**src/common/qspi_pkg.sv**
```systemverilog
package qspi_pkg;

    ////////////////////////////////////////////////////////////
    // Register map in words on the 6-bit register bus
    ////////////////////////////////////////////////////////////

    localparam logic [5:0] REG_CCR     = 6'd0;
    localparam logic [5:0] REG_ADR     = 6'd1;
    localparam logic [5:0] REG_STA     = 6'd2;
    localparam logic [5:0] REG_DR_BASE = 6'd8;

    // Lowest bit of each CCR field
    localparam int CCR_CMD        = 0;
    localparam int CCR_MODE       = 8;
    localparam int CCR_WRITE      = 10;
    localparam int CCR_ADDR_BYTES = 11;
    localparam int CCR_DUMMY      = 16;
    localparam int CCR_SIZE       = 24;

    // The prescaler sits in the top bits of ADR, the flash address in bits 23:0
    localparam int CCR_PRESC_W = 6;
    localparam int ADR_PRESC   = 26;

    ////////////////////////////////////////////////////////////
    // Lane modes and transfer phases
    ////////////////////////////////////////////////////////////

    localparam logic [1:0] MODE_NONE = 2'd0;
    localparam logic [1:0] MODE_X1   = 2'd1;
    localparam logic [1:0] MODE_X2   = 2'd2;
    localparam logic [1:0] MODE_X4   = 2'd3;

    localparam logic [2:0] PHASE_IDLE  = 3'd0;
    localparam logic [2:0] PHASE_CMD   = 3'd1;
    localparam logic [2:0] PHASE_ADDR  = 3'd2;
    localparam logic [2:0] PHASE_DUMMY = 3'd3;
    localparam logic [2:0] PHASE_DATA  = 3'd4;

    // Data buffer depth
    localparam int BUF_WORDS = 8;
    localparam int BUF_BYTES = 32;

endpackage

```
**src/qspi_regs/qspi_regs.sv**
```systemverilog
`timescale 1ns/1ps

module qspi_regs import qspi_pkg::*; (
    input  logic                   clk_i,
    input  logic                   rst_ni,
    input  logic                   write_i,
    input  logic [3:0]             be_i,
    input  logic [5:0]             addr_i,
    input  logic [31:0]            wdata_i,
    output logic [31:0]            rdata_o,
    input  logic                   done_i,
    input  logic [4:0]             buf_rd_idx_i,
    output logic [7:0]             buf_rd_byte_o,
    input  logic                   buf_wr_i,
    input  logic [4:0]             buf_wr_idx_i,
    input  logic [7:0]             buf_wr_byte_i,
    output logic                   start_o,
    output logic [7:0]             cmd_o,
    output logic [23:0]            addr_o,
    output logic [1:0]             addr_bytes_o,
    output logic [4:0]             dummy_o,
    output logic [1:0]             mode_o,
    output logic                   write_o,
    output logic [4:0]             size_o,
    output logic [CCR_PRESC_W-1:0] presc_o
);

    logic [31:0] ccr_q;
    logic [31:0] adr_q;
    logic        busy_q;
    logic        start_q;
    logic [7:0]  buf_q [BUF_BYTES];

    logic        cpu_wr;
    logic        dr_sel;
    logic [2:0]  word_idx;

    // The CPU cannot touch the setup while a transfer runs
    assign cpu_wr   = write_i && !busy_q;
    assign dr_sel   = (addr_i >= REG_DR_BASE) && (addr_i < REG_DR_BASE + BUF_WORDS);
    assign word_idx = 3'(addr_i - REG_DR_BASE);

    always_ff @(posedge clk_i or negedge rst_ni) begin
        if (!rst_ni) begin
            ccr_q   <= '0;
            adr_q   <= '0;
            busy_q  <= 1'b0;
            start_q <= 1'b0;
        end else begin
            start_q <= 1'b0;
            if (done_i) begin
                busy_q <= 1'b0;
            end
            if (cpu_wr && addr_i == REG_CCR) begin
                for (int b = 0; b < 4; b++) begin
                    if (be_i[b]) ccr_q[8*b +: 8] <= wdata_i[8*b +: 8];
                end
                // Writing the command byte kicks off the transfer
                if (be_i[0]) begin
                    busy_q  <= 1'b1;
                    start_q <= 1'b1;
                end
            end
            if (cpu_wr && addr_i == REG_ADR) begin
                for (int b = 0; b < 4; b++) begin
                    if (be_i[b]) adr_q[8*b +: 8] <= wdata_i[8*b +: 8];
                end
            end
        end
    end

    // Byte k lives in word k/4 at lane k%4
    always_ff @(posedge clk_i) begin
        if (buf_wr_i) begin
            buf_q[buf_wr_idx_i] <= buf_wr_byte_i;
        end else if (cpu_wr && dr_sel) begin
            for (int b = 0; b < 4; b++) begin
                if (be_i[b]) buf_q[{word_idx, 2'(b)}] <= wdata_i[8*b +: 8];
            end
        end
    end

    always_comb begin
        rdata_o = '0;
        if (addr_i == REG_CCR) begin
            rdata_o = ccr_q;
        end else if (addr_i == REG_ADR) begin
            rdata_o = adr_q;
        end else if (addr_i == REG_STA) begin
            rdata_o = {31'b0, busy_q};
        end else if (dr_sel) begin
            rdata_o = {buf_q[{word_idx, 2'd3}], buf_q[{word_idx, 2'd2}],
                       buf_q[{word_idx, 2'd1}], buf_q[{word_idx, 2'd0}]};
        end
    end

    assign buf_rd_byte_o = buf_q[buf_rd_idx_i];
    assign start_o       = start_q;
    assign cmd_o         = ccr_q[CCR_CMD +: 8];
    assign mode_o        = ccr_q[CCR_MODE +: 2];
    assign write_o       = ccr_q[CCR_WRITE];
    assign addr_bytes_o  = ccr_q[CCR_ADDR_BYTES +: 2];
    assign dummy_o       = ccr_q[CCR_DUMMY +: 5];
    assign size_o        = ccr_q[CCR_SIZE +: 5];
    assign presc_o       = adr_q[ADR_PRESC +: CCR_PRESC_W];

    // Address is left-aligned so the shifter always starts from bit 23
    assign addr_o = adr_q[23:0] << {2'd3 - addr_bytes_o, 3'b000};

    // Received bytes may only land in the buffer during a transfer
    assert property (@(posedge clk_i) disable iff (!rst_ni) buf_wr_i |-> busy_q);

endmodule

```
**config.mk**
```make
export PLATFORM = sky130hd
export DESIGN_NAME = qspi_regs
export DESIGN_NICKNAME = d
export VERILOG_FILES = /design/src/common/qspi_pkg.sv /design/src/qspi_regs/qspi_regs.sv
export SDC_FILE = /design/constraint.sdc
export NUM_CORES = 1
export LEC_CHECK = 0
export ABC_AREA = 0
export BUFFER_PORTS_ARGS = -buffer_cell sky130_fd_sc_hd__buf_4
export CAP_MARGIN = 30
export CORE_UTILIZATION = 35
export DETAILED_ROUTE_END_ITERATION = 10
export PLACE_DENSITY = 0.64
export RECOVER_POWER = 25
export SLEW_MARGIN = 20
export SYNTH_ARGS = -nofsm -noshare
export SYNTH_HDL_FRONTEND = slang
export SYNTH_SLANG_ARGS = --single-unit
```
**constraint.sdc**
```tcl
create_clock -name clk_i -period 3.3 [get_ports clk_i]
set_input_delay 0.33 -clock clk_i [delete_from_list [all_inputs] [get_ports clk_i]]
set_output_delay 0.33 -clock clk_i [all_outputs]
set_load 0.05 [all_outputs]
```
==> results.json <==
{
  "cts.clk_slew.worst_paths_ps": 60,
  "ant_nets": 0,
  "mappedNetlistNets": 1255,
  "rows": 84,
  "post_layout_nonfiller_instances": 2028,
  "synthArstFlopShare": 0.205,
  "routed_wl_mm": 69.1,
  "mappedNetlistArea_um2": 18600,
  "dp_cells": 1957,
  "die-height_um": 233,
  "timing.critical_path.to_type": "output pin",
  "drt-vias-per-instance": 6.23,
  "critical_path.max_fanout": 2,
  "synth-warning-count": 0,
  "grt_setup_unrepaired": "no",
  "synth_top_cells_by_count": "mux2_2 (336), edfxtp_1 (256), mux4_2 (144)",
  "h_tree_level_count": 2,
  "cts_buffers": 37,
  "netSwitchingFraction": 0.262,
  "cts_resized": 0,
  "die_area_um2": 54100,
  "biggest_area_contributors_in_the_synthesized_netlist": "edfxtp_1 (41%), mux2_2 (20%), mux4_2 (17%), dfrtp_1 (8.9%), mux2i_1 (2.2%)",
  "synth.largest_area_cell": "edfxtp_1",
  "yosysMostFrequentCell": "mux2_2",
  "finalCritPeriodShare": 0.910,
  "cts_tree": "yes",
  "synth-edff-count": 256,
  "drcViolationCount": 0,
  "design.final.nets": 1376,
  "failed_checks": "capacitance limit, slew limit",
  "p_seq_frac": 0.456,
  "synthCells": 1190,
  "initial_core_util": 0.354,
  "power.net_switching_mw": 2.63,
  "power.clock.fraction": 0.409,
  "slew_viol_final": 67,
  "pin_count_of_the_biggest_net_entering_global_routing": 67,
  "finalSetupTns_ps": 0,
  "critical_path_start_end_classification": "flip-flop to output pin",
  "synthDominantCellAreaShare": 0.413,
  "post_drt_wl_per_cell_um": 34.1,
  "port_buffers": 158,
  "crit_slowest_cell": "mux4_2",
  "dr.first_iter.drc_count": 1856,
  "seq_area_frac_synth": 0.502,
  "outcome": "complete, but fails checks",
  "leakagePower_nw": 7.78,
  "worstPathRequired_ps": 2970,
  "cts-root-buf": "clkbuf_16",
  "syn-mean-instance-area_um2": 15.6,
  "startpoint_of_the_most_critical_register_to_register_path": "busy_q",
  "crit_path_frequent_cell": "mux4_2",
  "layout_min_cycle_time_ps": 3000,
  "min-delay-start": "be_i[0]",
  "dp_hpwl_mm": 51.5,
  "syn_to_final_growth_pct": 16.1,
  "drv_cap": 1,
  "worst_slew_pin_slew_ps": 1670,
  "ys_seq_elements": 322,
  "timing.clock.skew_ps": 22.0,
  "final_layout_size_suffix_gt1_frac": 0.540,
  "design.portCount": 159,
  "antenna_found_initial": 8,
  "holdBufCountCts": 2,
  "regToRegSetupSlack_ps": 310,
  "finalHoldViolCount": 0,
  "cts.sinks": 322,
  "crit_family": "multiplexers",
  "max_clock_freq_mhz": 333,
  "vdd_ir_drop_max_mv": 0.370,
  "final.hold.worst_slack_ps": 45.9,
  "routed-via-count": 12600,
  "timing.final.setup_violations": 0,
  "power_report.internal_total_mw": 7.40,
  "number_of_different_library_cells_in_the_post_synthesis_netlist": 28,
  "synth-main-ff-cell": "edfxtp_1",
  "first_pass_iters": 5,
  "critPathLaunch": "buf_q[17][3]",
  "critPathLaunchType": "flip-flop",
  "core_area_um2": 52600,
  "wp_data_arrival_ps": 2670,
  "critical_path_buf_inv_count": 1,
  "crit_path_cell_trace": "mux4_2, mux4_2, mux2_2, buf_4",
  "pwr_density_cell_nw_per_um2": 464,
  "critical_path.max_stage_delay_ps": 580,
  "first_pass_grt_wire_length_mm": 95.2,
  "insertion_delay_ps": 550,
  "combPwrFrac": 0.135,
  "worst_hold_path_type": "input port to flip-flop",
  "grt_remaining_overflow": 0,
  "cts_post_setup_buffers_inserted": 0,
  "max_slew_margin": -0.117,
  "gp_congestion": 0.975,
  "clock_path_buffers": 3,
  "gr-usage-all-layers": 0.256,
  "chipWidth_um": 233,
  "first_global_vias": 12200
}
worst reg2reg max path: cells and delay by family, from the launching register on:
family	cells	cell delay [ps]
AO/OA/AOI/OAI	1	400
buffers and inverters	3	1130
flip-flops	1	430
AND/OR/NAND/NOR	3	730
worst paths after layout:
| kind | to | cells past startpoint |
|---|---|---|
| max in group asynchronous | ccr_q[25] | 2 |
| hold reg to reg | ccr_q[21] | 1 |
| setup / recovery | buf_rd_byte_o[3] | 4 |
| setup reg to reg | buf_q[14][3] | 7 |
| min in group asynchronous | ccr_q[2] | 2 |
| hold / removal | start_o | 2 |
flip-flops by register name (all words and copies together), names as in the netlist:
signal,count
adr_q,32
buf_q,256
start_o,1
busy_q,1
ccr_q,32
area by class of cell:
class	instances	area [µm²]
clock inverters	16	134
clock buffers	49	1040
well taps	688	861
repair buffers	231	1630
inverters	1	3.75
multi-input cells	718	8570
flip-flops and latches	322	9340
fillers	4841	31000
diodes	3	7.51
kinds of logic after synthesis:
kind of cell    share of synthesized area
flops                               0.502
buf+inv                            0.0371
compound gates                     0.0342
mux                                 0.399
simple gates                       0.0271
through the flow:
step	power, mW	area [µm²]	util	worst slack (ps)
2_1_floorplan	5.53	18600	-	337
3_3_place_gp	5.99	20500	0.390	444
3_5_place_dp	6.01	20500	0.391	416
4_1_cts	10.1	21700	0.414	306
5_1_grt	10.3	21600	0.411	202
6_report	10.0	21600	0.411	298
routing by layer:
metal	global-route usage	share of wire	vias to the layer above
met1	0.358	0.40	6587
met2	0.350	0.41	924
li1	-	-	5020
met5	0.0119	0.0016	-
met3	0.112	0.15	106
met4	0.0809	0.029	6
placed cells by master (no fill, tap or decap), drive strengths merged:
master       count
nand3b           5
diode            3
or3              1
edfxtp         256
nand2           37
clkinv          11
mux4           144
a22oi           31
nor3b            3
a221oi           1
nand4bb          1
dlygate4sd3      2
dfrtp           66
clkbuf          94
and4b            1
clkinvlp         1
and3            10
bufinv           2
mux2           336
buf            184
nand3           10
mux2i           40
nor4b            4
o21ai           65
nor2             5
nor2b           10
a22o             8
inv              3
nor3             1
or3b             2
and3b            3
power by group through the flow:
stage	logic [mW]	registers (mW)	clock network (mW)
after global routing	1.41	4.58	4.28
after detailed placement	1.36	4.65	0
final	1.35	4.57	4.10
after CTS	1.36	4.57	4.15
after global placement	1.34	4.65	0
after floorplan	0.921	4.61	0
Note: power is estimated with default switching activity, not from simulation.
