--- src/common/qspi_pkg.sv ---
package qspi_pkg;

    ////////////////////////////////////////////////////////////
    // Register map in words on the 6-bit register bus
    ////////////////////////////////////////////////////////////

    localparam logic [5:0] REG_CCR     = 6'd0;
    localparam logic [5:0] REG_ADR     = 6'd1;
    localparam logic [5:0] REG_STA     = 6'd2;
    localparam logic [5:0] REG_DR_BASE = 6'd8;

    // Lowest bit of each CCR field
    localparam int CCR_CMD        = 0;
    localparam int CCR_MODE       = 8;
    localparam int CCR_WRITE      = 10;
    localparam int CCR_ADDR_BYTES = 11;
    localparam int CCR_DUMMY      = 16;
    localparam int CCR_SIZE       = 24;

    // The prescaler sits in the top bits of ADR, the flash address in bits 23:0
    localparam int CCR_PRESC_W = 6;
    localparam int ADR_PRESC   = 26;

    ////////////////////////////////////////////////////////////
    // Lane modes and transfer phases
    ////////////////////////////////////////////////////////////

    localparam logic [1:0] MODE_NONE = 2'd0;
    localparam logic [1:0] MODE_X1   = 2'd1;
    localparam logic [1:0] MODE_X2   = 2'd2;
    localparam logic [1:0] MODE_X4   = 2'd3;

    localparam logic [2:0] PHASE_IDLE  = 3'd0;
    localparam logic [2:0] PHASE_CMD   = 3'd1;
    localparam logic [2:0] PHASE_ADDR  = 3'd2;
    localparam logic [2:0] PHASE_DUMMY = 3'd3;
    localparam logic [2:0] PHASE_DATA  = 3'd4;

    // Data buffer depth
    localparam int BUF_WORDS = 8;
    localparam int BUF_BYTES = 32;

endpackage

--- src/qspi_engine/qspi_shifter.sv ---
`timescale 1ns/1ps

module qspi_shifter import qspi_pkg::*; (
    input  logic        clk_i,
    input  logic        rst_ni,
    input  logic        launch_i,
    input  logic        sample_i,
    input  logic [2:0]  phase_i,
    input  logic [2:0]  bit_idx_i,
    input  logic [4:0]  byte_idx_i,
    input  logic [1:0]  mode_i,
    input  logic        write_i,
    input  logic [7:0]  cmd_i,
    input  logic [23:0] addr_i,
    input  logic [7:0]  buf_rd_byte_i,
    input  logic [3:0]  lane_in_i,
    output logic [3:0]  lane_out_o,
    output logic [3:0]  lane_oe_o,
    output logic [4:0]  buf_rd_idx_o,
    output logic        buf_wr_o,
    output logic [4:0]  buf_wr_idx_o,
    output logic [7:0]  buf_wr_byte_o
);

    logic [3:0] lane_out_q;
    logic [3:0] lane_oe_q;
    logic       buf_wr_q;
    logic [4:0] wr_idx_q;
    logic [7:0] wr_byte_q;
    logic [7:0] shift_q;

    logic [2:0] msb;
    logic [4:0] addr_bit;
    logic [3:0] step;
    logic       last_bit;
    logic       capture;
    logic [7:0] shift_d;

    assign buf_rd_idx_o = byte_idx_i;
    assign msb          = 3'd7 - bit_idx_i;
    assign addr_bit     = 5'd23 - {byte_idx_i[1:0], bit_idx_i};
    assign capture      = sample_i && (phase_i == PHASE_DATA) && !write_i;
    assign last_bit     = ({1'b0, bit_idx_i} + step) == 4'd8;

    // Upper lanes carry the more significant bits of each group
    always_comb begin
        case (mode_i)
            MODE_X2: begin
                step    = 4'd2;
                shift_d = {shift_q[5:0], lane_in_i[1:0]};
            end
            MODE_X4: begin
                step    = 4'd4;
                shift_d = {shift_q[3:0], lane_in_i};
            end
            default: begin
                step    = 4'd1;
                shift_d = {shift_q[6:0], lane_in_i[1]};
            end
        endcase
    end

    ////////////////////////////////////////////////////////////
    // Transmit side, updated on the falling sclk edge
    ////////////////////////////////////////////////////////////

    always_ff @(posedge clk_i or negedge rst_ni) begin
        if (!rst_ni) begin
            lane_out_q <= '0;
            lane_oe_q  <= '0;
        end else if (phase_i == PHASE_IDLE) begin
            lane_oe_q <= '0;
        end else if (launch_i) begin
            lane_oe_q <= 4'b0000;
            case (phase_i)
                PHASE_CMD: begin
                    lane_out_q <= {3'b0, cmd_i[msb]};
                    lane_oe_q  <= 4'b0001;
                end
                PHASE_ADDR: begin
                    lane_out_q <= {3'b0, addr_i[addr_bit]};
                    lane_oe_q  <= 4'b0001;
                end
                PHASE_DATA: begin
                    if (write_i) begin
                        case (mode_i)
                            MODE_X2: begin
                                lane_out_q <= {2'b0, buf_rd_byte_i[msb -: 2]};
                                lane_oe_q  <= 4'b0011;
                            end
                            MODE_X4: begin
                                lane_out_q <= buf_rd_byte_i[msb -: 4];
                                lane_oe_q  <= 4'b1111;
                            end
                            default: begin
                                lane_out_q <= {3'b0, buf_rd_byte_i[msb]};
                                lane_oe_q  <= 4'b0001;
                            end
                        endcase
                    end
                end
                default: ;
            endcase
        end
    end

    // Receive side, a full byte is handed to the buffer one cycle after its last sample
    always_ff @(posedge clk_i or negedge rst_ni) begin
        if (!rst_ni) begin
            buf_wr_q <= 1'b0;
        end else begin
            buf_wr_q <= capture && last_bit;
        end
    end

    always_ff @(posedge clk_i) begin
        if (capture) begin
            shift_q <= shift_d;
            if (last_bit) begin
                wr_byte_q <= shift_d;
                wr_idx_q  <= byte_idx_i;
            end
        end
    end

    assign lane_out_o    = lane_out_q;
    assign lane_oe_o     = lane_oe_q;
    assign buf_wr_o      = buf_wr_q;
    assign buf_wr_idx_o  = wr_idx_q;
    assign buf_wr_byte_o = wr_byte_q;

endmodule

--- config.mk ---
export PLATFORM = sky130hd
export DESIGN_NAME = qspi_shifter
export DESIGN_NICKNAME = d
export VERILOG_FILES = /design/src/common/qspi_pkg.sv /design/src/qspi_engine/qspi_shifter.sv
export SDC_FILE = /design/constraint.sdc
export NUM_CORES = 1
export LEC_CHECK = 0
export ABC_AREA = 0
export BUFFER_PORTS_ARGS = -buffer_cell sky130_fd_sc_hd__clkbuf_2
export CAP_MARGIN = 25
export CELL_PAD_IN_SITES_DETAIL_PLACEMENT = 2
export CELL_PAD_IN_SITES_GLOBAL_PLACEMENT = 2
export CORE_MARGIN = 10
export CORE_UTILIZATION = 27
export CTS_BUF_LIST = sky130_fd_sc_hd__clkbuf_4 sky130_fd_sc_hd__clkbuf_8 sky130_fd_sc_hd__clkbuf_16
export CTS_CLUSTER_DIAMETER = 120
export DETAILED_ROUTE_END_ITERATION = 7
export GPL_ROUTABILITY_DRIVEN = 0
export GPL_TIMING_DRIVEN = 0
export HOLD_SLACK_MARGIN = 0.03
export MAX_ROUTING_LAYER = met4
export PLACE_DENSITY = 0.87
export SLEW_MARGIN = 20
export SYNTH_ARGS = -nofsm -noshare
export SYNTH_HDL_FRONTEND = slang
export SYNTH_SLANG_ARGS = --single-unit
--- constraint.sdc ---
create_clock -name clk_i -period 1.15 [get_ports clk_i]
set_clock_uncertainty 0.15 [all_clocks]
set_input_delay 0.1725 -clock clk_i [delete_from_list [all_inputs] [get_ports clk_i]]
set_output_delay 0.1725 -clock clk_i [all_outputs]
set_load 0.1 [all_outputs]
==> metrics.csv <==
stage,metric,value,unit
finish,multi_input_area,0.00105,sq mm
clock_network,clk_latency,280,ps
power,irDropWorstVdd,0.433,mV
synth,most_common_cell_in_the_synthesized_netlist,sky130_fd_sc_hd__edfxtp_1,
synth,synth_area_leaders,"sky130_fd_sc_hd__edfxtp_1, sky130_fd_sc_hd__dfrtp_1, sky130_fd_sc_hd__mux2i_1",
route,drtAntennaViolNets,0,
power,power.density_cell_area,899,mW/mm^2
power,total_power,3.03,mW
global_route,grt_pass1_wl,12.0,mm
clock_network,cts_made_buffers,3,
worst_setup_path,cp.required,980,ps
global_route,via_count_of_the_first_global_routing_pass,2208,
clock_network,clk_pin_slew_worst_paths,110,ps
clock_network,ctsRootBufferMaster,sky130_fd_sc_hd__clkbuf_8,
die,floorplan.die.height,102,microns
finish,drive_above_1_share,61.5,%
route,wl_per_cell,24.5,microns
timing,maximum_clock_frequency,511,MHz
worst_setup_path,cpMostUsedCell,sky130_fd_sc_hd__buf_8,
clock_network,clock_tree.buffer_depth,2,
route,drt_first_iter_violations,58,
min_path,worstHoldPathType,input port to flop,
worst_setup_path,path_class,input port to flop,
placed_design,post-dp-hpwl,5.32,mm
finish,antenna_cells_inserted,0,
route,viasPerCell,5.21,
die,die_x,102,microns
die,fp.coreArea,0.00642,sq mm
global_route,grt_util_met1,15.9,%
placed_design,dp.cells,325,
synth,post-synth-top-area-fraction,33.2,%
synth,net_count_synth,225,
global_route,globalRouteTotalUtil,15.4,%
finish,areaGrowthSynthToFinish,86.4,%
route,first_pass_iters,4,
worst_setup_path,worst_path_dominant_cell_family,adder cells,
worst_setup_path,crit_buf_inv,4,
finish,design.final.nets,354,
global_route,grt_antenna_before_repair,0,
placed_design,port_buffers,88,
clock_network,clock_sink_count,28,
synth,yosysSeqAreaShare,44.3,%
route,detail_route.drc_violations,0,
finish,final_cells,365,
synth,synth_largest_area_cell,sky130_fd_sc_hd__edfxtp_1,
timing,timing_max_transition_violations_final,0,
outcome,status,"complete, but fails checks",
synth,syn-mean-instance-area,11.3,sq um
synth,synth_cell_types,44,
worst_setup_path,worst_setup_path_start_kind,input port,
worst_setup_path,cell_with_the_largest_stage_delay_on_the_worst_path,sky130_fd_sc_hd__fa_2,
worst_setup_path,end_kind,flop,
job,cap_violations,0,
worst_setup_path,crit_path_max_incr_delay,410,ps
route,detail_route.wirelength,8.93,mm
global_route,groute.layer.met3.usage,3.17,%
die,start_util,28.2,%
global_route,globalRoute.busiestLayer,met2,
synth,ys.flop_type,sky130_fd_sc_hd__edfxtp_1,
synth,ys.warnings.count,0,
synth,flops_latches_synth,28,
finish,seqCellArea,816,sq um
worst_setup_path,cp_max_fo,7,
timing,final-setup-viol-count,51,
die,std_cell_rows,29,
timing,min_tclk_post_route,1960,ps
die,pin_count,89,
die,floorplan.die_area,0.0104,sq mm
timing,slew_headroom,63.3,%
outcome,failed_checks,negative setup slack,
timing,rsz0062_at_grt,true,
clock_network,clock_tree_from_tritoncts,yes,
synth,synth_enable_flop_cells,20,
route,vias,1900,
clock_network,cts_h_tree_depth,1,
finish,n_fill_cell,646,
global_route,grt_overflow_total,0,
worst_setup_path,critical_path_data_arrival_time,1790,ps
timing,hold_viol,0,
global_route,met2_usage,29.1,%
synth,synth.cell_area,0.00181,sq mm
synth,yosys-top-cells-count,"sky130_fd_sc_hd__edfxtp_1, sky130_fd_sc_hd__mux2i_1, sky130_fd_sc_hd__nor2_1, sky130_fd_sc_hd__nand2_1",
timing,tcrit_tclk_final,170,%
synth,syn-instance-count,160,
power,p_leak,1.51,nW
global_route,grt_start_max_net_pins,17,
synth,synth-async-reset-ratio,28.6,%
timing,worst-slew-pin-transition,553,ps
worst_setup_path,timing.critical_path.cells,buf_8 > buf_8 > inv_4 > ha_4 > inv_2 > fa_2 > nor3_4 > a21oi_2 > o21ai_2 > and4b_4,
timing,setup_slack,-809,ps
[power by group]
group	switching [mW]	total (mW)	internal, mW
Sequential	0.0239	1.13	1.11
Combinational	0.581	1.08	0.504
Clock	0.344	0.811	0.467
Total	0.949	3.03	2.08
[layout make-up]
type | instances | share of cell area [%]
timing repair buffer | 124 | 34.2
multi-input combinational | 113 | 31.1
sequential | 28 | 24.2
buffer | 13 | 4.83
tap | 77 | 2.86
clock buffer | 3 | 1.23
clock inverter | 1 | 0.891
inverter | 6 | 0.743
[per-stage QoR]
step           instance area, sq um  setup TNS (ps)  utilization, %  setup WS [ps]  hold WS, ps
2_1_floorplan                  1940          -16050               -          -1010         -273
3_3_place_gp                   2480          -26260            38.6          -1350         -117
3_5_place_dp                   2480          -28630            38.6          -1470         -109
4_1_cts                        3250          -15510            50.6           -866         71.4
5_1_grt                        3370          -16830            52.5           -876          106
6_report                       3370          -14730            52.5           -809          103
[routing by layer]
metal | vias up | routed length (microns)
met1 | 962 | 3330
met2 | 70 | 5110
met5 | - | 0
met4 | 0 | 77
met3 | 4 | 408
li1 | 864 | -
[sequential cells by signal, indices dropped and copies added (netlist names)]
name and count:
buf_wr_o 1, buf_wr_byte_o 8, lane_out_o 4, shift_q 7, lane_oe_o 3, buf_wr_idx_o 5
[worst register-to-register path: cells and delay by family, from the launching register on]
family	cells	cell delay [ps]
compound gates	1	140
simple gates	2	190
flops	1	500
buf+inv	1	120
[repair_timing]
action / 4_1_cts / 5_1_grt
hold buffers: 6 / 0
pin swaps: 10 / 13
buffers inserted: 22 / 10
gates resized for setup: 84 / 33
hold endpoints to repair: 13 / 0
gates cloned: 2 / 0
setup endpoints to repair: 50 / 60
[kinds of logic after synthesis]
family / after synthesis / share of synthesized area [%]
AOI/OAI and AO/OA: 28 / 9.69
xor gates and xnor gates: 1 / 0.485
adders and majority gates: 3 / 2.49
buffers and inverters: 20 / 6.23
DFF: 28 / 44.3
muxes: 28 / 22.8
and+or+nand+nor: 52 / 14.0
[final timing paths]
check                      slack [ps]           from          endpoint  cells past startpoint
min reg2reg                       380  lane_out_o[2]     lane_out_o[2]                      2
min in group asynchronous         120         rst_ni      lane_oe_o[2]                      2
max                              -810      mode_i[1]  buf_wr_byte_o[3]                     10
max in group asynchronous         520         rst_ni      lane_oe_o[1]                      2
max reg2reg                       -60   lane_oe_o[1]      lane_oe_o[1]                      4
min                               100   lane_in_i[1]        shift_q[1]                      2
[placed cells by master, fill, tap and decap left out, types with 2 or more instances in the layout]
cell                            count
sky130_fd_sc_hd__o21ai_1            2
sky130_fd_sc_hd__nor3_1             3
sky130_fd_sc_hd__clkbuf_4           2
sky130_fd_sc_hd__clkbuf_16         11
sky130_fd_sc_hd__clkbuf_8           4
sky130_fd_sc_hd__o211ai_1           2
sky130_fd_sc_hd__nand2_1           12
sky130_fd_sc_hd__mux4_2             5
sky130_fd_sc_hd__buf_12             4
sky130_fd_sc_hd__buf_2              3
sky130_fd_sc_hd__dlygate4sd3_1      6
sky130_fd_sc_hd__a21oi_1            3
sky130_fd_sc_hd__nor2_1            14
sky130_fd_sc_hd__dfrtp_4            2
sky130_fd_sc_hd__buf_8             19
sky130_fd_sc_hd__nand3b_1           2
sky130_fd_sc_hd__dfrtp_2            6
sky130_fd_sc_hd__inv_1              3
sky130_fd_sc_hd__o21ai_0            3
sky130_fd_sc_hd__clkbuf_2          58
sky130_fd_sc_hd__nand3_1            3
sky130_fd_sc_hd__buf_4             29
sky130_fd_sc_hd__buf_6              3
sky130_fd_sc_hd__a31oi_1            2
sky130_fd_sc_hd__mux2i_1           16
sky130_fd_sc_hd__a21oi_2            4
sky130_fd_sc_hd__edfxtp_1          20
sky130_fd_sc_hd__mux2_2             3
sky130_fd_sc_hd__mux4_1             4
sky130_fd_sc_hd__o21ai_2            2
Note: power is estimated with default switching activity, not from simulation.
