[config.mk]
export PLATFORM = sky130hd
export DESIGN_NAME = qspi_clock_gen
export DESIGN_NICKNAME = d
export VERILOG_FILES = /design/src/common/qspi_pkg.sv /design/src/qspi_engine/qspi_clock_gen.sv
export SDC_FILE = /design/constraint.sdc
export NUM_CORES = 1
export LEC_CHECK = 0
export BUFFER_PORTS_ARGS = -buffer_cell sky130_fd_sc_hd__buf_2
export CAP_MARGIN = 0
export CELL_PAD_IN_SITES_DETAIL_PLACEMENT = 0
export CELL_PAD_IN_SITES_GLOBAL_PLACEMENT = 1
export CORE_MARGIN = 5
export CORE_UTILIZATION = 33
export DETAILED_ROUTE_END_ITERATION = 16
export GPL_TIMING_DRIVEN = 0
export PLACE_DENSITY = 0.68
export SLEW_MARGIN = 20
export SYNTH_ARGS = -nofsm -noshare
export SYNTH_HDL_FRONTEND = slang
export SYNTH_SLANG_ARGS = --single-unit
[constraint.sdc]
create_clock -name clk_i -period 1.26 [get_ports clk_i]
set_input_delay 0.252 -clock clk_i [delete_from_list [all_inputs] [get_ports clk_i]]
set_output_delay 0.252 -clock clk_i [all_outputs]
set_load 0.01 [all_outputs]
[src/common/qspi_pkg.sv]
package qspi_pkg;

    ////////////////////////////////////////////////////////////
    // Register map in words on the 6-bit register bus
    ////////////////////////////////////////////////////////////

    localparam logic [5:0] REG_CCR     = 6'd0;
    localparam logic [5:0] REG_ADR     = 6'd1;
    localparam logic [5:0] REG_STA     = 6'd2;
    localparam logic [5:0] REG_DR_BASE = 6'd8;

    // Lowest bit of each CCR field
    localparam int CCR_CMD        = 0;
    localparam int CCR_MODE       = 8;
    localparam int CCR_WRITE      = 10;
    localparam int CCR_ADDR_BYTES = 11;
    localparam int CCR_DUMMY      = 16;
    localparam int CCR_SIZE       = 24;

    // The prescaler sits in the top bits of ADR, the flash address in bits 23:0
    localparam int CCR_PRESC_W = 6;
    localparam int ADR_PRESC   = 26;

    ////////////////////////////////////////////////////////////
    // Lane modes and transfer phases
    ////////////////////////////////////////////////////////////

    localparam logic [1:0] MODE_NONE = 2'd0;
    localparam logic [1:0] MODE_X1   = 2'd1;
    localparam logic [1:0] MODE_X2   = 2'd2;
    localparam logic [1:0] MODE_X4   = 2'd3;

    localparam logic [2:0] PHASE_IDLE  = 3'd0;
    localparam logic [2:0] PHASE_CMD   = 3'd1;
    localparam logic [2:0] PHASE_ADDR  = 3'd2;
    localparam logic [2:0] PHASE_DUMMY = 3'd3;
    localparam logic [2:0] PHASE_DATA  = 3'd4;

    // Data buffer depth
    localparam int BUF_WORDS = 8;
    localparam int BUF_BYTES = 32;

endpackage

[src/qspi_engine/qspi_clock_gen.sv]
`timescale 1ns/1ps

module qspi_clock_gen import qspi_pkg::*; (
    input  logic                   clk_i,
    input  logic                   rst_ni,
    input  logic                   run_i,
    input  logic [CCR_PRESC_W-1:0] presc_i,
    output logic                   sclk_o,
    output logic                   launch_o,
    output logic                   sample_o
);

    logic [CCR_PRESC_W-1:0] cnt_q;
    logic                   sclk_q;
    logic                   primed_q;
    logic                   launch_q;
    logic                   sample_q;

    always_ff @(posedge clk_i or negedge rst_ni) begin
        if (!rst_ni) begin
            cnt_q    <= '0;
            sclk_q   <= 1'b0;
            primed_q <= 1'b0;
            launch_q <= 1'b0;
            sample_q <= 1'b0;
        end else begin
            launch_q <= 1'b0;
            sample_q <= 1'b0;
            if (!run_i) begin
                cnt_q    <= '0;
                sclk_q   <= 1'b0;
                primed_q <= 1'b0;
            end else if (cnt_q == presc_i) begin
                cnt_q <= '0;
                // The first half period only puts bit 7 on the bus, sclk stays low
                if (!primed_q) begin
                    primed_q <= 1'b1;
                    launch_q <= 1'b1;
                end else if (sclk_q) begin
                    sclk_q   <= 1'b0;
                    launch_q <= 1'b1;
                end else begin
                    sclk_q   <= 1'b1;
                    sample_q <= 1'b1;
                end
            end else begin
                cnt_q <= cnt_q + 1'b1;
            end
        end
    end

    assign sclk_o   = sclk_q;
    assign launch_o = launch_q;
    assign sample_o = sample_q;

    assert property (@(posedge clk_i) disable iff (!rst_ni) !(launch_o && sample_o));

endmodule

==> metrics, run 1 <==
sequential share of power 0.474; Yosys top cell by area dfrtp_1; max layer used met3; PortBufs 11; top-count cell post-synth dfrtp_1; nets@finish 74; Clock Sinks 10; WHS 269 ps; share of cells above drive strength 1 0.460; initial antenna violation count 0; metal3 WL 73 µm; Tmin final 1250 ps; Peak VDD IR 0.654 mV; die span in x 48.0 µm; Gate Count Post-Synth 43; setup TNS 0 ps; Yosys top cell area share 0.526; placed instance area 549 µm²; CTS buffer count 3; largest net degree at the start of global routing 11; largest cells by area after synthesis dfrtp_1, xnor2_1, nor2_1, xor2_1, nand3_1; CP Class reg -> reg; pre-CTS WS -172 ps; Syn Std Cell Area approximately 480 µm²; number of synthesized register bits 10; Routed WL just over 900 µm; Synth Warn # 0; Syn Nets 53; vias in the first global route between 300 and 400; Initial Utilization 0.356; CP required 1400 ps; Crit path depth 4; first-pass GRT wire length ~1400 µm; reg2reg setup slack 10 ps; compound-cell area share of the yosys netlist 0.0421; RR Endpoint cnt_q[2]; crit path DAT 1390 ps; met1 WL 388 µm; wire per inst 11.6 µm; grt total ovfl 0; relative slew slack 0.847; CTS Root Cell clkbuf_4; Fin. Hold Viols 0; switching share of total power 0.234; PwrDens about 1100 nW/µm²; CTS tree yes; Max stage delay on crit path 430 ps; post-synthesis adder-cell area fraction 0.0263; xor/xnor share of the synthesized area 0.184; hold-critical path depth 2; Design Power 0.726 mW; Setup Skew 5.32 ps; Setup Viol. Count Final 0; detailed-router iteration count before antenna repair 3; RSZ-0062 raised after global routing true; drt drc 0; Primary FF master, synth dfrtp_1; slowest cell on the critical path dfrtp_2; core area 1330 µm²; min-delay worst type in -> reg; crit path max fanout 6; H-Tree Depth 1; Hold Path Sink primed_q; sequential share of the synthesized area 0.526; die area 2300 µm²; hold_sp run_i; area of the multi-input gates 277 µm²; status completed; DR vias/cell ~4.6; largest family of logic cells by synthesized area simple AND/OR/NAND/NOR gates; ys async rst share 1.00; die height 48.0 µm; LEAKAGE 0.322 nW; mux cell area share after synthesis 0; synth unique cells 16; R2R depth 4; Slew @ Worst Pin between 200 and 250 ps; fillcell total roughly 130; n_diodes 0; Setup WS post-layout ~13 ps; Met2 Routed Length 444 µm; HPWL after DPL 634 µm; internal power 0.556 mW; remaining antenna violation count after routing 0; simple-gate portion of the synthesized area 0.213; Cell Rows 13; Buf/Inv on CP 0; gr usage total 0.0958; EDFF count, synth 0; RD Place Congestion about 0.65; Clk pin slew, worst setup/hold paths 70 ps; I/O Pins 12; Comb pwr share 0.138; Max-Cap Viols 0; via count around 360; register area roughly 250 µm²; commonest cells in the synthesized netlist dfrtp_1, nor2_1, xnor2_1, nand3_1, xor2_1; clock share of power 0.388; P_sw 0.170 mW; crit share post-route 0.990; CP Launch Type flip-flop; DRT iter0 DRCs 2; CP delay by family, top flip-flops; worst path cell trace xnor2_2, nand4_4, o21ai_4, nor2_1; design area 682 µm²; Syn Area/Cell 11.1 µm²; worst r2r src cnt_q[3]; max-slew violation count 0; Layout area overhead 43.4%; crit end category flip-flop; Longest Clk Path Bufs 2; worst skew pair latency roughly 260 ps; FMAX 802 MHz
registers in the layout, summed over array words and instances, names as in the netlist:
name	count
sclk_o	1
primed_q	1
cnt_q	6
sample_o	1
launch_o	1
cell families after synthesis:
group / Yosys count
AND/OR/NAND/NOR: 18
adder cells (fa/ha/maj): 1
flip-flops: 10
buffers and inverters: 1
XOR/XNOR: 10
AO/OA/AOI/OAI: 3
layer usage:
| metal | up-vias | track usage |
|---|---|---|
| met5 | - | 0 |
| met4 | 0 | 0.0323 |
| met3 | 0 | 0.0564 |
| met2 | 10 | 0.166 |
| met1 | 169 | 0.0946 |
| li1 | 183 | - |
power by group through the flow:
stage / registers, mW / clock network, mW / logic, mW
final: 0.344 / 0.282 / 0.100
after global routing: 0.345 / 0.311 / 0.111
after CTS: 0.342 / 0.295 / 0.0853
after detailed placement: 0.349 / 0 / 0.0700
after global placement: 0.349 / 0 / 0.0702
after floorplan: 0.347 / 0 / 0.0431
layout by cell type, fill, tap and decap left out, types with 2 or more instances in the layout:
master    synthesis  layout
buf_2             0      11
buf_4             0       4
clkbuf_4          0       3
dfrtp_1          10       9
nand2_1           2       2
nand2b_1          2       2
nand3_1           3       2
nor2_1            7       7
xnor2_1           7       3
xnor2_2           0       4
xor2_1            3       3
layout make-up:
cell class,count,share of cell area
multi-input combinational,32,0.406
sequential,10,0.369
timing repair buffer,16,0.139
clock buffer,4,0.0532
tap,15,0.0275
inverter,1,0.00550
what timing repair did:
item | in CTS | in global routing
hold endpoints to repair | 10 | 0
buffers inserted | 2 | 2
pin swaps | 5 | 6
hold buffers | 1 | 0
gates cloned | 0 | 0
setup endpoints to repair | 7 | 8
resized for setup | 3 | 6
worst reg2reg max path, delay by kind of cell, from the launching register on:
family	cells	cell delay [ps]
flip-flops	1	430
AND/OR/NAND/NOR	2	230
XOR/XNOR	1	200
AO/OA/AOI/OAI	1	270
worst max-delay path by stage:
stage	start	endpoint	slack, ps
global placement	cnt_q[0]	cnt_q[2]	-200
detailed placement	cnt_q[0]	cnt_q[4]	-170
global route	cnt_q[3]	cnt_q[1]	-90
finish	cnt_q[3]	cnt_q[2]	10
CTS	cnt_q[0]	sclk_o	-10
floorplan	cnt_q[0]	cnt_q[2]	30
stage by stage:
stage,utilization,instances
2_1_floorplan,-,43
3_3_place_gp,0.412,69
3_5_place_dp,0.412,69
4_1_cts,0.472,76
5_1_grt,0.511,78
6_report,0.511,78
(Power assumes the default switching activity.)
==> run 2: changes to the inputs <==
--- a/config.mk
+++ b/config.mk
@@ -5,15 +5,15 @@
 export SDC_FILE = /design/constraint.sdc
 export NUM_CORES = 1
 export LEC_CHECK = 0
-export BUFFER_PORTS_ARGS = -buffer_cell sky130_fd_sc_hd__buf_2
 export CAP_MARGIN = 0
 export CELL_PAD_IN_SITES_DETAIL_PLACEMENT = 0
 export CELL_PAD_IN_SITES_GLOBAL_PLACEMENT = 1
-export CORE_MARGIN = 5
-export CORE_UTILIZATION = 33
+export CORE_AREA = 5 5 42 44
 export DETAILED_ROUTE_END_ITERATION = 16
+export DIE_AREA = 0 0 47 49
+export DONT_BUFFER_PORTS = 1
 export GPL_TIMING_DRIVEN = 0
-export PLACE_DENSITY = 0.68
+export PLACE_DENSITY = 0.62
 export SLEW_MARGIN = 20
 export SYNTH_ARGS = -nofsm -noshare
 export SYNTH_HDL_FRONTEND = slang
==> run 2 against run 1 <==
Effect of this change:
- cell area fell by 8.3%
- via count decreased by 11%
- first-iteration DRC count rose by 50%
- routed wire length decreased by 0.66%
- sequential cell count did not move
- final cell count shrank 17%
- setup slack better by 23 ps
- count of clock-buffer cells in the layout decreased by 1
- hold slack got worse by 160 ps
- largest cell class unchanged
==> metrics, run 2 (synthesis gave the netlist of run 1 again) <==
Clock Sinks 10; first-pass GRT wire length 1510 µm; internal power 0.484 mW; most common cell after layout, fill and taps aside dfrtp_1; share of cells above drive strength 1 0.367; Layout area overhead 31.6%; setup TNS 0 ps; relative slew slack 0.693; Final Core Density 0.446; crit path max fanout 4; PwrDens 1030 nW/µm²; worst skew pair latency 260 ps; R2R depth 4; Longest Clk Path Bufs 2; RR Endpoint sclk_o; HPWL after DPL 638 µm; largest register by flop count cnt_q; Setup Viol. Count Final 0; Routed WL about 900 µm; fillcell total 147; FMAX 817 MHz; vias in the first global route around 360; Setup Skew approximately 2.6 ps; crit share post-route 0.971; status completed; Initial Utilization 0.339; pre-CTS WS -168 ps; initial antenna violation count 0; gr usage total 0.0944; die span in x 47 µm; CTS tree yes; P_sw 0.158 mW; DRT iter0 DRCs 3; n_diodes 0; reg2reg setup slack 40 ps; CTS buffer count 3; Clk pin slew, worst setup/hold paths 60 ps; H-Tree Depth 1; I/O Pins 12; CP Class reg -> reg; Tmin final 1220 ps; drt drc 0; crit end category flip-flop; hold_sp run_i; sequential share of power 0.539; switching share of total power 0.246; most frequent cells in the layout dfrtp_1, xnor2_2, nor2_1; RSZ-0062 raised after global routing true; via count 322; PortBufs 0; detailed-router iteration count before antenna repair 2; die height 49 µm; max-slew violation count 0; remaining antenna violation count after routing 0; WHS 107 ps; CP Launch Type flip-flop; crit path DAT ~1400 ps; hold-critical path depth 1; CP required 1460 ps; nets@finish just over 60; max FFs per register 6; min-delay worst type in -> reg; Slew @ Worst Pin 460 ps; wire per inst 13.8 µm; Peak VDD IR 0.423 mV; LEAKAGE 0.268 nW; worst path cell trace xnor2_2, nand4_4, nor4b_4, nand2b_1; Cell Rows 14; Max stage delay on crit path 430 ps; worst r2r src cnt_q[0]; grt total ovfl 0; core area 1400 µm²; clock share of power 0.333; Design Power 0.641 mW; Hold Path Sink primed_q; largest net degree at the start of global routing 11; Setup WS post-layout between 30 and 40 ps; Fin. Hold Viols 0; DR vias/cell just under 5; RD Place Congestion 0.750; Comb pwr share 0.128; slowest cell on the critical path dfrtp_1; CTS Root Cell clkbuf_4; die area 2300 µm²; Max-Cap Viols 0
run 2: routing by layer:
| metal | global-route usage | vias up | part of all wire |
|---|---|---|---|
| li1 | - | 156 | - |
| met1 | 0.106 | 153 | 0.34 |
| met2 | 0.133 | 9 | 0.54 |
| met3 | 0.0443 | 4 | 0.084 |
| met4 | 0.0691 | 0 | 0.028 |
| met5 | 0 | - | 0 |
run 2: what timing repair did:
| item | in CTS | in global routing |
|---|---|---|
| gates resized for setup | 5 | 8 |
| hold endpoints to repair | 10 | 0 |
| buffers inserted | 2 | 0 |
| hold buffers | 1 | 0 |
| pin swaps | 4 | 6 |
| setup endpoints to repair | 7 | 9 |
run 2: power by group through the flow:
stage               clock [mW]  combinational, mW  sequential [mW]
finish                   0.213             0.0821            0.346
CTS                      0.226             0.0684            0.343
global placement             0             0.0489            0.349
floorplan                    0             0.0431            0.347
detailed placement           0             0.0492            0.349
global route             0.243             0.0939            0.347
run 2: worst max-delay path by stage:
stage / from / to / slack (ps) / cells past startpoint
4_1_cts: cnt_q[3] / sclk_o / -10 / 4
3_5_place_dp: cnt_q[4] / cnt_q[2] / -170 / 4
3_3_place_gp: cnt_q[0] / cnt_q[3] / -190 / 4
2_1_floorplan: cnt_q[0] / cnt_q[2] / 30 / 4
5_1_grt: cnt_q[0] / sclk_o / -70 / 4
6_report: cnt_q[0] / sclk_o / 40 / 4
run 2: critical path: cells and delay by family, from the launching register on:
kind | cells | cell delay (ps)
xor+xnor | 1 | 190
simple gates | 3 | 530
flops | 1 | 430
run 2: per-stage QoR:
stage               cells  area, µm²
floorplan              43        475
global placement       59        495
detailed placement     59        495
CTS                    65        577
global route           65        626
finish                 65        626
run 2: area by class of cell:
type                            instances  area, µm²  area share
Multi-Input combinational cell         32        303       0.484
Tap cell                               16       20.0      0.0320
Clock buffer                            3       22.5      0.0360
Inverter                                1       3.75     0.00600
Sequential cell                        10        251       0.402
Timing Repair Buffer                    3       25.0      0.0400
