[src/common/qspi_pkg.sv]
package qspi_pkg;

    ////////////////////////////////////////////////////////////
    // Register map in words on the 6-bit register bus
    ////////////////////////////////////////////////////////////

    localparam logic [5:0] REG_CCR     = 6'd0;
    localparam logic [5:0] REG_ADR     = 6'd1;
    localparam logic [5:0] REG_STA     = 6'd2;
    localparam logic [5:0] REG_DR_BASE = 6'd8;

    // Lowest bit of each CCR field
    localparam int CCR_CMD        = 0;
    localparam int CCR_MODE       = 8;
    localparam int CCR_WRITE      = 10;
    localparam int CCR_ADDR_BYTES = 11;
    localparam int CCR_DUMMY      = 16;
    localparam int CCR_SIZE       = 24;

    // The prescaler sits in the top bits of ADR, the flash address in bits 23:0
    localparam int CCR_PRESC_W = 6;
    localparam int ADR_PRESC   = 26;

    ////////////////////////////////////////////////////////////
    // Lane modes and transfer phases
    ////////////////////////////////////////////////////////////

    localparam logic [1:0] MODE_NONE = 2'd0;
    localparam logic [1:0] MODE_X1   = 2'd1;
    localparam logic [1:0] MODE_X2   = 2'd2;
    localparam logic [1:0] MODE_X4   = 2'd3;

    localparam logic [2:0] PHASE_IDLE  = 3'd0;
    localparam logic [2:0] PHASE_CMD   = 3'd1;
    localparam logic [2:0] PHASE_ADDR  = 3'd2;
    localparam logic [2:0] PHASE_DUMMY = 3'd3;
    localparam logic [2:0] PHASE_DATA  = 3'd4;

    // Data buffer depth
    localparam int BUF_WORDS = 8;
    localparam int BUF_BYTES = 32;

endpackage

[src/qspi_engine/qspi_sequencer.sv]
`timescale 1ns/1ps

module qspi_sequencer import qspi_pkg::*; (
    input  logic       clk_i,
    input  logic       rst_ni,
    input  logic       start_i,
    input  logic       launch_i,
    input  logic       sample_i,
    input  logic [1:0] addr_bytes_i,
    input  logic [4:0] dummy_i,
    input  logic [1:0] mode_i,
    input  logic [4:0] size_i,
    output logic       cs_no,
    output logic       run_o,
    output logic [2:0] phase_o,
    output logic [2:0] bit_idx_o,
    output logic [4:0] byte_idx_o,
    output logic       done_o
);

    logic [2:0] phase_q;
    logic [2:0] bit_q;
    logic [4:0] byte_q;
    logic       cs_nq;
    logic       run_q;
    logic       done_q;
    logic       launched_q;

    logic [3:0] step;
    logic       byte_end;
    logic       phase_end;
    logic [2:0] nxt_phase;
    logic [2:0] to_data;
    logic [2:0] to_dummy;
    logic [2:0] to_addr;

    // Bits per sclk, only data may use more than one lane
    always_comb begin
        step = 4'd1;
        if (phase_q == PHASE_DATA) begin
            case (mode_i)
                MODE_X2: step = 4'd2;
                MODE_X4: step = 4'd4;
                default: step = 4'd1;
            endcase
        end
    end

    assign byte_end = ({1'b0, bit_q} + step) == 4'd8;

    // Skipped phases collapse into the next one that has work to do
    assign to_data  = (mode_i == MODE_NONE) ? PHASE_IDLE : PHASE_DATA;
    assign to_dummy = (dummy_i != 5'd0) ? PHASE_DUMMY : to_data;
    assign to_addr  = (addr_bytes_i != 2'd0) ? PHASE_ADDR : to_dummy;

    always_comb begin
        phase_end = 1'b0;
        nxt_phase = PHASE_IDLE;
        case (phase_q)
            PHASE_CMD: begin
                phase_end = byte_end;
                nxt_phase = to_addr;
            end
            PHASE_ADDR: begin
                phase_end = byte_end && (byte_q == 5'(addr_bytes_i) - 5'd1);
                nxt_phase = to_dummy;
            end
            // Byte counter doubles as the dummy clock counter here
            PHASE_DUMMY: begin
                phase_end = byte_q == dummy_i - 5'd1;
                nxt_phase = to_data;
            end
            PHASE_DATA: begin
                phase_end = byte_end && (byte_q == size_i);
                nxt_phase = PHASE_IDLE;
            end
            default: ;
        endcase
    end

    ////////////////////////////////////////////////////////////
    // Phase FSM, stepped by sample strobes
    ////////////////////////////////////////////////////////////

    always_ff @(posedge clk_i or negedge rst_ni) begin
        if (!rst_ni) begin
            phase_q    <= PHASE_IDLE;
            bit_q      <= '0;
            byte_q     <= '0;
            cs_nq      <= 1'b1;
            run_q      <= 1'b0;
            done_q     <= 1'b0;
            launched_q <= 1'b0;
        end else begin
            done_q <= 1'b0;
            if (launch_i) begin
                launched_q <= 1'b1;
            end
            if (start_i) begin
                phase_q    <= PHASE_CMD;
                bit_q      <= '0;
                byte_q     <= '0;
                cs_nq      <= 1'b0;
                run_q      <= 1'b1;
                launched_q <= 1'b0;
            end else if (sample_i && phase_q != PHASE_IDLE) begin
                if (phase_end) begin
                    phase_q <= nxt_phase;
                    bit_q   <= '0;
                    byte_q  <= '0;
                    if (nxt_phase == PHASE_IDLE) begin
                        cs_nq  <= 1'b1;
                        run_q  <= 1'b0;
                        done_q <= 1'b1;
                    end
                end else if (phase_q == PHASE_DUMMY) begin
                    byte_q <= byte_q + 5'd1;
                end else if (byte_end) begin
                    bit_q  <= '0;
                    byte_q <= byte_q + 5'd1;
                end else begin
                    bit_q <= bit_q + step[2:0];
                end
            end
        end
    end

    assign cs_no      = cs_nq;
    assign run_o      = run_q;
    assign phase_o    = phase_q;
    assign bit_idx_o  = bit_q;
    assign byte_idx_o = byte_q;
    assign done_o     = done_q;

    // The clock generator must put bit 7 out before the flash sees a rising edge
    assert property (@(posedge clk_i) disable iff (!rst_ni) sample_i |-> launched_q);

endmodule

[config.mk]
export PLATFORM = sky130hd
export DESIGN_NAME = qspi_sequencer
export DESIGN_NICKNAME = d
export VERILOG_FILES = /design/src/common/qspi_pkg.sv /design/src/qspi_engine/qspi_sequencer.sv
export SDC_FILE = /design/constraint.sdc
export NUM_CORES = 1
export LEC_CHECK = 0
export ABC_AREA = 1
export ABC_CLOCK_PERIOD_IN_PS = 3550
export BUFFER_PORTS_ARGS = -buffer_cell sky130_fd_sc_hd__buf_2
export CAP_MARGIN = 30
export CELL_PAD_IN_SITES_DETAIL_PLACEMENT = 1
export CELL_PAD_IN_SITES_GLOBAL_PLACEMENT = 2
export CORE_UTILIZATION = 28
export CTS_CLUSTER_DIAMETER = 40
export DETAILED_ROUTE_END_ITERATION = 12
export GPL_TIMING_DRIVEN = 0
export PLACE_DENSITY = 0.87
export SLEW_MARGIN = 15
export SYNTH_ARGS = -nofsm -noshare
export SYNTH_HDL_FRONTEND = slang
export SYNTH_SLANG_ARGS = --single-unit
[constraint.sdc]
create_clock -name clk_i -period 3.55 [get_ports clk_i]
set_clock_uncertainty 0.2 [all_clocks]
set_input_delay 0.71 -clock clk_i [delete_from_list [all_inputs] [get_ports clk_i]]
set_output_delay 0.71 -clock clk_i [all_outputs]
set_load 0.005 [all_outputs]
==> flow_metrics.tcl, run 1 <==
set metrics [dict create \
    dpl_worst_slack_ns 0.648 \
    mostFrequentLayoutCells "nand2_1, buf_2, inv_1, nand3_1, nor2_1" \
    drtPass1Iterations 4 \
    p_leak_nw 0.872 \
    grt_pass1_vias 1250 \
    dieWidth_um 68.6 \
    path_clk_slew_ns 0.06 \
    grt.total_usage_pct 16.2 \
    final_layout_size_suffix_gt1_share_pct 22.4 \
    core_area_um2 4140 \
    yosys.area.top_type "dfrtp_1" \
    dieArea_um2 4710 \
    cts_tree "yes" \
    cts.sinks 14 \
    clockBufferDepth 2 \
    place_congestion 0.730 \
    slew_violations 0 \
    vias_per_cell 4.71 \
    dp_hpwl_um 2680 \
    multiInputGateArea_um2 787 \
    worstSkewPairLatency_ns 0.25 \
    final_common_cell "nand2_1" \
    ys_async_sr_fraction_pct 100 \
    outcome "finished, final reports clean" \
    ir_worst_vdd_v 0.000218 \
    fin_crit_ns 2.92 \
    yosysTopAreaCellShare_pct 26.2 \
    postSynthCellCount 179 \
    r2r_cells 12 \
    clock.fmax_ghz 0.342 \
    ys_ff_latch 14 \
    cp.required_ns 3.48 \
    hold_class "input pin to asynchronous set/reset pin" \
    ys.flop_type "dfrtp_1" \
    synth-edff-count 0 \
    fp.dieH_um 68.6 \
    setup_ws_ns 0.627 \
    final_cells 264 \
    seq_area_frac_synth_pct 28.3 \
    power.density_nw_per_um2 481 \
    area_growth_syn_to_layout_pct 21.9 \
    hold_buffers 0 \
    n_fill_cell 560 \
    wl_um 3330 \
    final_cell_area_um2 1520 \
    route.detailed.drc 0 \
    rows 23 \
    antenna_cells 0 \
    placed_cells 260 \
    ant_nets 0 \
    io_pins 33 \
    synth_cell_types 25 \
    post_cts_buffers 0 \
    grt_max_degree 15 \
    cts.root.buffer_cell "clkbuf_8" \
    grt_pass1_wl_um 5540 \
    utilization_pct 36.6 \
    hold_viol_final 0 \
    overflow 0 \
    cts_buffers 3 \
    arrival_ns 2.85 \
    syn_area_um2 1240 \
    h-tree-depth 1 \
    relSlewSlack_pct 76.3 \
    drv_cap 0 \
    yosysWarnings 0 \
    port_buffers 31 \
    cp_max_fo 10 \
    initial_core_util_pct 30.0 \
    cts_resized 0 \
    wl_per_cell_um 12.6 \
    vias 1244 \
    synth_nets 205 \
    initialDrtViolationCount 64 \
    worst_pin_slew_ns 0.356 \
    setup.worst_path.class "flop to flop" \
    period_share_pct 82.3 \
    setup_viol 0 \
    grt_antenna_before_repair 0 \
    avgSynthCellArea_um2 6.95 \
    tns_ns 0 \
    regArea_um2 352 \
    cp-start-kind "flop" \
    rsz0062_at_grt "no" \
    postPlaceCellArea_um2 1460 \
    fin_nets 241 \
    critPathCaptureType "flop" \
    synth_area_leaders "dfrtp_1, nand2_1, nand3_1" \
]
==> report_power, final <==
group | total [mW] | internal [mW] | switching [mW] | leakage (nW)
sequential | 0.250 | 0.192 | 0.0584 | 0.180
combinational | 0.320 | 0.128 | 0.192 | 0.664
clock | 0.158 | 0.0983 | 0.0601 | 0.0288
total | 0.729 | 0.418 | 0.310 | 0.872
==> cell families (layout without fill, tap and decap cells) <==
group           Yosys count  count (layout)  share of synthesized area (%)
xor+xnor                 11              11                           7.75
flops                    14              14                           28.3
fa+ha+maj                 7               7                           7.65
compound gates           14              14                           6.84
simple gates            106             106                           41.0
buf+inv                  27              62                           8.45
==> worst max-delay path, stage by stage, from the launching register on <==
cell and delay, ns:
dfrtp_1 0.47, nor2_4 0.31, nand3_1 0.16, ha_1 0.25, fa_1 0.39, xor2_1 0.22
nor2_1 0.08, nand3_1 0.09, nand4_1 0.11, nand2_1 0.08, clkinv_1 0.21, nand3_1 0.15
o21ai_0 0.08
==> synth_stat cells (4+ instances only) <==
library cell   n
nand2_1       47
inv_1         25
nand3_1       24
nor2_1        18
dfrtp_1       13
o21ai_0        8
ha_1           6
xor2_1         6
xnor2_1        5
nand3b_1       4
==> routing by layer <==
metal  share of wire [%]  GRT usage, %  wire [um]  vias to the layer above
met5                   0             0          0                        -
met4                0.69          3.13         23                        0
met3                 3.3          3.95        110                        4
met2                  47          27.5       1550                       19
met1                  49          20.7       1640                      580
li1                    -             -          -                      641
==> final cells by class <==
class	count	share of cell area (%)
Multi-Input combinational cell	138	51.9
Clock buffer	4	3.63
Buffer	1	0.495
Tap cell	50	4.13
Sequential cell	14	23.2
Timing Repair Buffer	31	10.2
Inverter	26	6.44
==> flip-flops by register name, summed over array words and instances, names as in the netlist <==
name,cells
byte_idx_o,5
bit_idx_o,3
phase_o,3
cs_no,1
done_o,1
run_o,1
==> final timing paths <==
path	startpoint	to	slack [ns]
worst max-delay path	phase_o[1]$_DFFE_PN0P_	byte_idx_o[2]$_DFFE_PN0P_	0.63
worst min-delay path	rst_ni	phase_o[2]$_DFFE_PN0P_	0.16
worst max register to register	phase_o[1]$_DFFE_PN0P_	byte_idx_o[2]$_DFFE_PN0P_	0.63
worst min register to register	cs_no$_DFFE_PN1P_	cs_no$_DFFE_PN1P_	0.28
max in group asynchronous	rst_ni	cs_no$_DFFE_PN1P_	2.68
min in group clk_i	cs_no$_DFFE_PN1P_	cs_no$_DFFE_PN1P_	0.28
==> per-stage QoR <==
stage               power [mW]  hold slack [ns]
floorplan                0.462            0.214
global placement         0.570            0.262
detailed placement       0.577            0.274
CTS                      0.742            0.169
global route             0.803            0.173
finish                   0.729            0.161
No activity file was read; power rests on OpenSTA's default activity.
==> inputs of run 2 (changes only) <==
ABC_CLOCK_PERIOD_IN_PS = 2400   (was 3550)
CORE_UTILIZATION = 25   (was 28)
PLACE_DENSITY = 0.82   (was 0.87)
clock period = 2.4 ns   (was 3.55 ns; I/O delays follow)
==> run 2 against run 1 <==
- sequential share of layout area decreased by 2.5 points
- flip-flop and latch count unchanged
- cell count increased by 9.8%
- critical path depth increased by 1
- critical endpoint is now phase_o[0]$_DFFE_PN0P_
- count of clock-buffer cells in the layout unchanged
- non-clock buffer count increased by 8
- clock power increased by 52%
- sequential power increased by 47%
- hold slack improved by 0.12 ns
- maximum frequency increased by 17%
- die area increased by 12%
- the flow now finishes with violations (setup timing)
- first-iteration DRC count decreased by 9.4%
==> flow_metrics.tcl, run 2 (synthesized netlist as in run 1, its figures left out) <==
set metrics [dict create \
    outcome "complete, but fails checks" \
    violations "setup timing" \
    vias 1292 \
    hold_viol_final 0 \
    cp.required_ns 2.34 \
    area_growth_syn_to_layout_pct 37.8 \
    worstReg2RegEnd "phase_o[0]$_DFFE_PN0P_" \
    ant_nets 0 \
    initial_core_util_pct 26.2 \
    period_share_pct 104 \
    path_clk_slew_ns 0.06 \
    hold_class "flop to flop" \
    dp_hpwl_um 2720 \
    crit_end "phase_o[0]$_DFFE_PN0P_" \
    grt_max_degree 15 \
    cts_tree "yes" \
    slew_violations 0 \
    fin_crit_ns 2.50 \
    pwr-share-clk_pct 19.8 \
    final_common_cell "nand2_1" \
    setup_ws_ns -0.100 \
    power.switching_uw 525 \
    vias_per_cell 4.46 \
    cts.root.buffer_cell "clkbuf_8" \
    p_leak_nw 0.927 \
    route.detailed.drc 0 \
    grt_pass1_wl_um 6180 \
    setup_viol 12 \
    worstPathCellList "nor2_4 > nand3_4 > ha_4 > fa_2 > xor2_2 > nor2_1 > nand3_2 > inv_2 > nand2_4 > nand3_4 > nand2_8 > nand2_2 > o21ai_2" \
    dpl_worst_slack_ns -0.316 \
    worst_pin_slew_ns 0.459 \
    combinationalPowerShare_pct 50.0 \
    slowest_delay_ns 0.43 \
    cp_max_fo 7 \
    cts.sinks 14 \
    relSlewSlack_pct 69.4 \
    power_mw 1.21 \
    largest_reg_flops 5 \
    seqPwrFrac_pct 30.2 \
    arrival_ns 2.44 \
    final_layout_size_suffix_gt1_share_pct 33.6 \
    fin_nets 250 \
    dieWidth_um 72.5 \
    path_common_cell "nand3_4" \
    port_buffers 31 \
    dieArea_um2 5260 \
    worstSkewPairLatency_ns 0.25 \
    h-tree-depth 1 \
    mostFrequentLayoutCells "nand2_1, buf_2, inv_1, nand3_1, nor2_1" \
    holdWs_ns 0.276 \
    grt_antenna_before_repair 0 \
    grt.total_usage_pct 15.3 \
    crit_start "phase_o[0]$_DFFE_PN0P_" \
    drtPass1Iterations 4 \
    ir_worst_vdd_v 0.000258 \
    rrSetupSlack_ns -0.10 \
    antenna_cells 0 \
    critPathCaptureType "flop" \
    grt_pass1_vias 1294 \
    worst_path_max_delay_cell "dfrtp_2" \
    clockBufferDepth 2 \
    cts_buffers 3 \
    core_area_um2 4750 \
    power.density_nw_per_um2 708 \
    clock.fmax_ghz 0.400 \
    place_congestion 0.753 \
    io_pins 33 \
    drv_cap 0 \
    setup.worst_path.class "flop to flop" \
    cp-start-kind "flop" \
    initialDrtViolationCount 58 \
    wl_per_cell_um 12.4 \
    final_cells 290 \
    overflow 0 \
    worstReg2RegStart "phase_o[0]$_DFFE_PN0P_" \
    utilization_pct 36.1 \
    power_switching_share_pct 43.2 \
    placed_cells 277 \
    internal_power_uw 688 \
    rows 25 \
    wl_um 3600 \
    n_fill_cell 632 \
    r2r_cells 13 \
    fp.dieH_um 72.5 \
    rsz0062_at_grt "yes" \
]
-- run 2: changes by cell type in the layout (fill, tap and decap cells not counted), sizes merged --
cell,before,now
clkinv,1,0
inv,25,26
nand2,51,52
buf,32,39
dlygate4sd3,0,1
-- run 2: layout make-up --
class	count	area, um^2	area share [%]
timing repair buffer	39	218	12.7
sequential	14	354	20.7
tap	67	83.8	4.89
buffer	1	11.3	0.657
multi-input combinational	139	892	52.0
inverter	26	100	5.84
clock buffer	4	55.1	3.21
-- run 2: critical path, delay by kind of cell (launching register included) --
family          cells  cell delay, ns
buf+inv             1            0.08
simple gates        8            0.92
fa+ha+maj           2            0.54
flops               1            0.43
xor+xnor            1            0.17
compound gates      1            0.04
-- run 2: timing repair --
item	4_1_cts	5_1_grt
setup buffers	7	0
gates resized for setup	10	6
cloned	1	0
pin swaps	5	2
hold buffers	1	0
hold endpoints to repair	13	0
setup endpoints to repair	14	14
-- run 2: metrics by stage --
stage	instance area (um^2)	TNS, ns
finish	1710	-0.847
global route	1710	-2.29
CTS	1690	-0.0971
detailed placement	1540	-3.58
global placement	1540	-2.99
floorplan	1300	-0.0125
-- run 2: how the worst min path moves through the flow --
| stage | startpoint | endpoint | slack (ns) | depth (start not counted) |
|---|---|---|---|---|
| after detailed placement | rst_ni | phase_o[2]$_DFFE_PN0P_ | 0.21 | 1 |
| after floorplan | rst_ni | bit_idx_o[0]$_DFFE_PN0P_ | -0.02 | 0 |
| after CTS | cs_no$_DFFE_PN1P_ | cs_no$_DFFE_PN1P_ | 0.28 | 2 |
| after global placement | rst_ni | phase_o[2]$_DFFE_PN0P_ | 0.21 | 1 |
| final | cs_no$_DFFE_PN1P_ | cs_no$_DFFE_PN1P_ | 0.28 | 2 |
| after global routing | cs_no$_DFFE_PN1P_ | cs_no$_DFFE_PN1P_ | 0.30 | 2 |
-- run 2: layer usage --
| metal | GRT usage, % | wire (um) | vias up |
|---|---|---|---|
| li1 | - | - | 659 |
| met1 | 21.1 | 1740 | 611 |
| met2 | 24.9 | 1770 | 20 |
| met3 | 1.67 | 77 | 2 |
| met5 | 0 | 0 | - |
| met4 | 5.23 | 21 | 0 |
-- run 2: power by group through the flow --
stage	Combinational (mW)	Sequential, mW	Clock, mW
2_1_floorplan	0.344	0.369	0
3_3_place_gp	0.497	0.385	0
3_5_place_dp	0.506	0.386	0
4_1_cts	0.596	0.368	0.247
5_1_grt	0.691	0.377	0.255
6_report	0.607	0.367	0.240
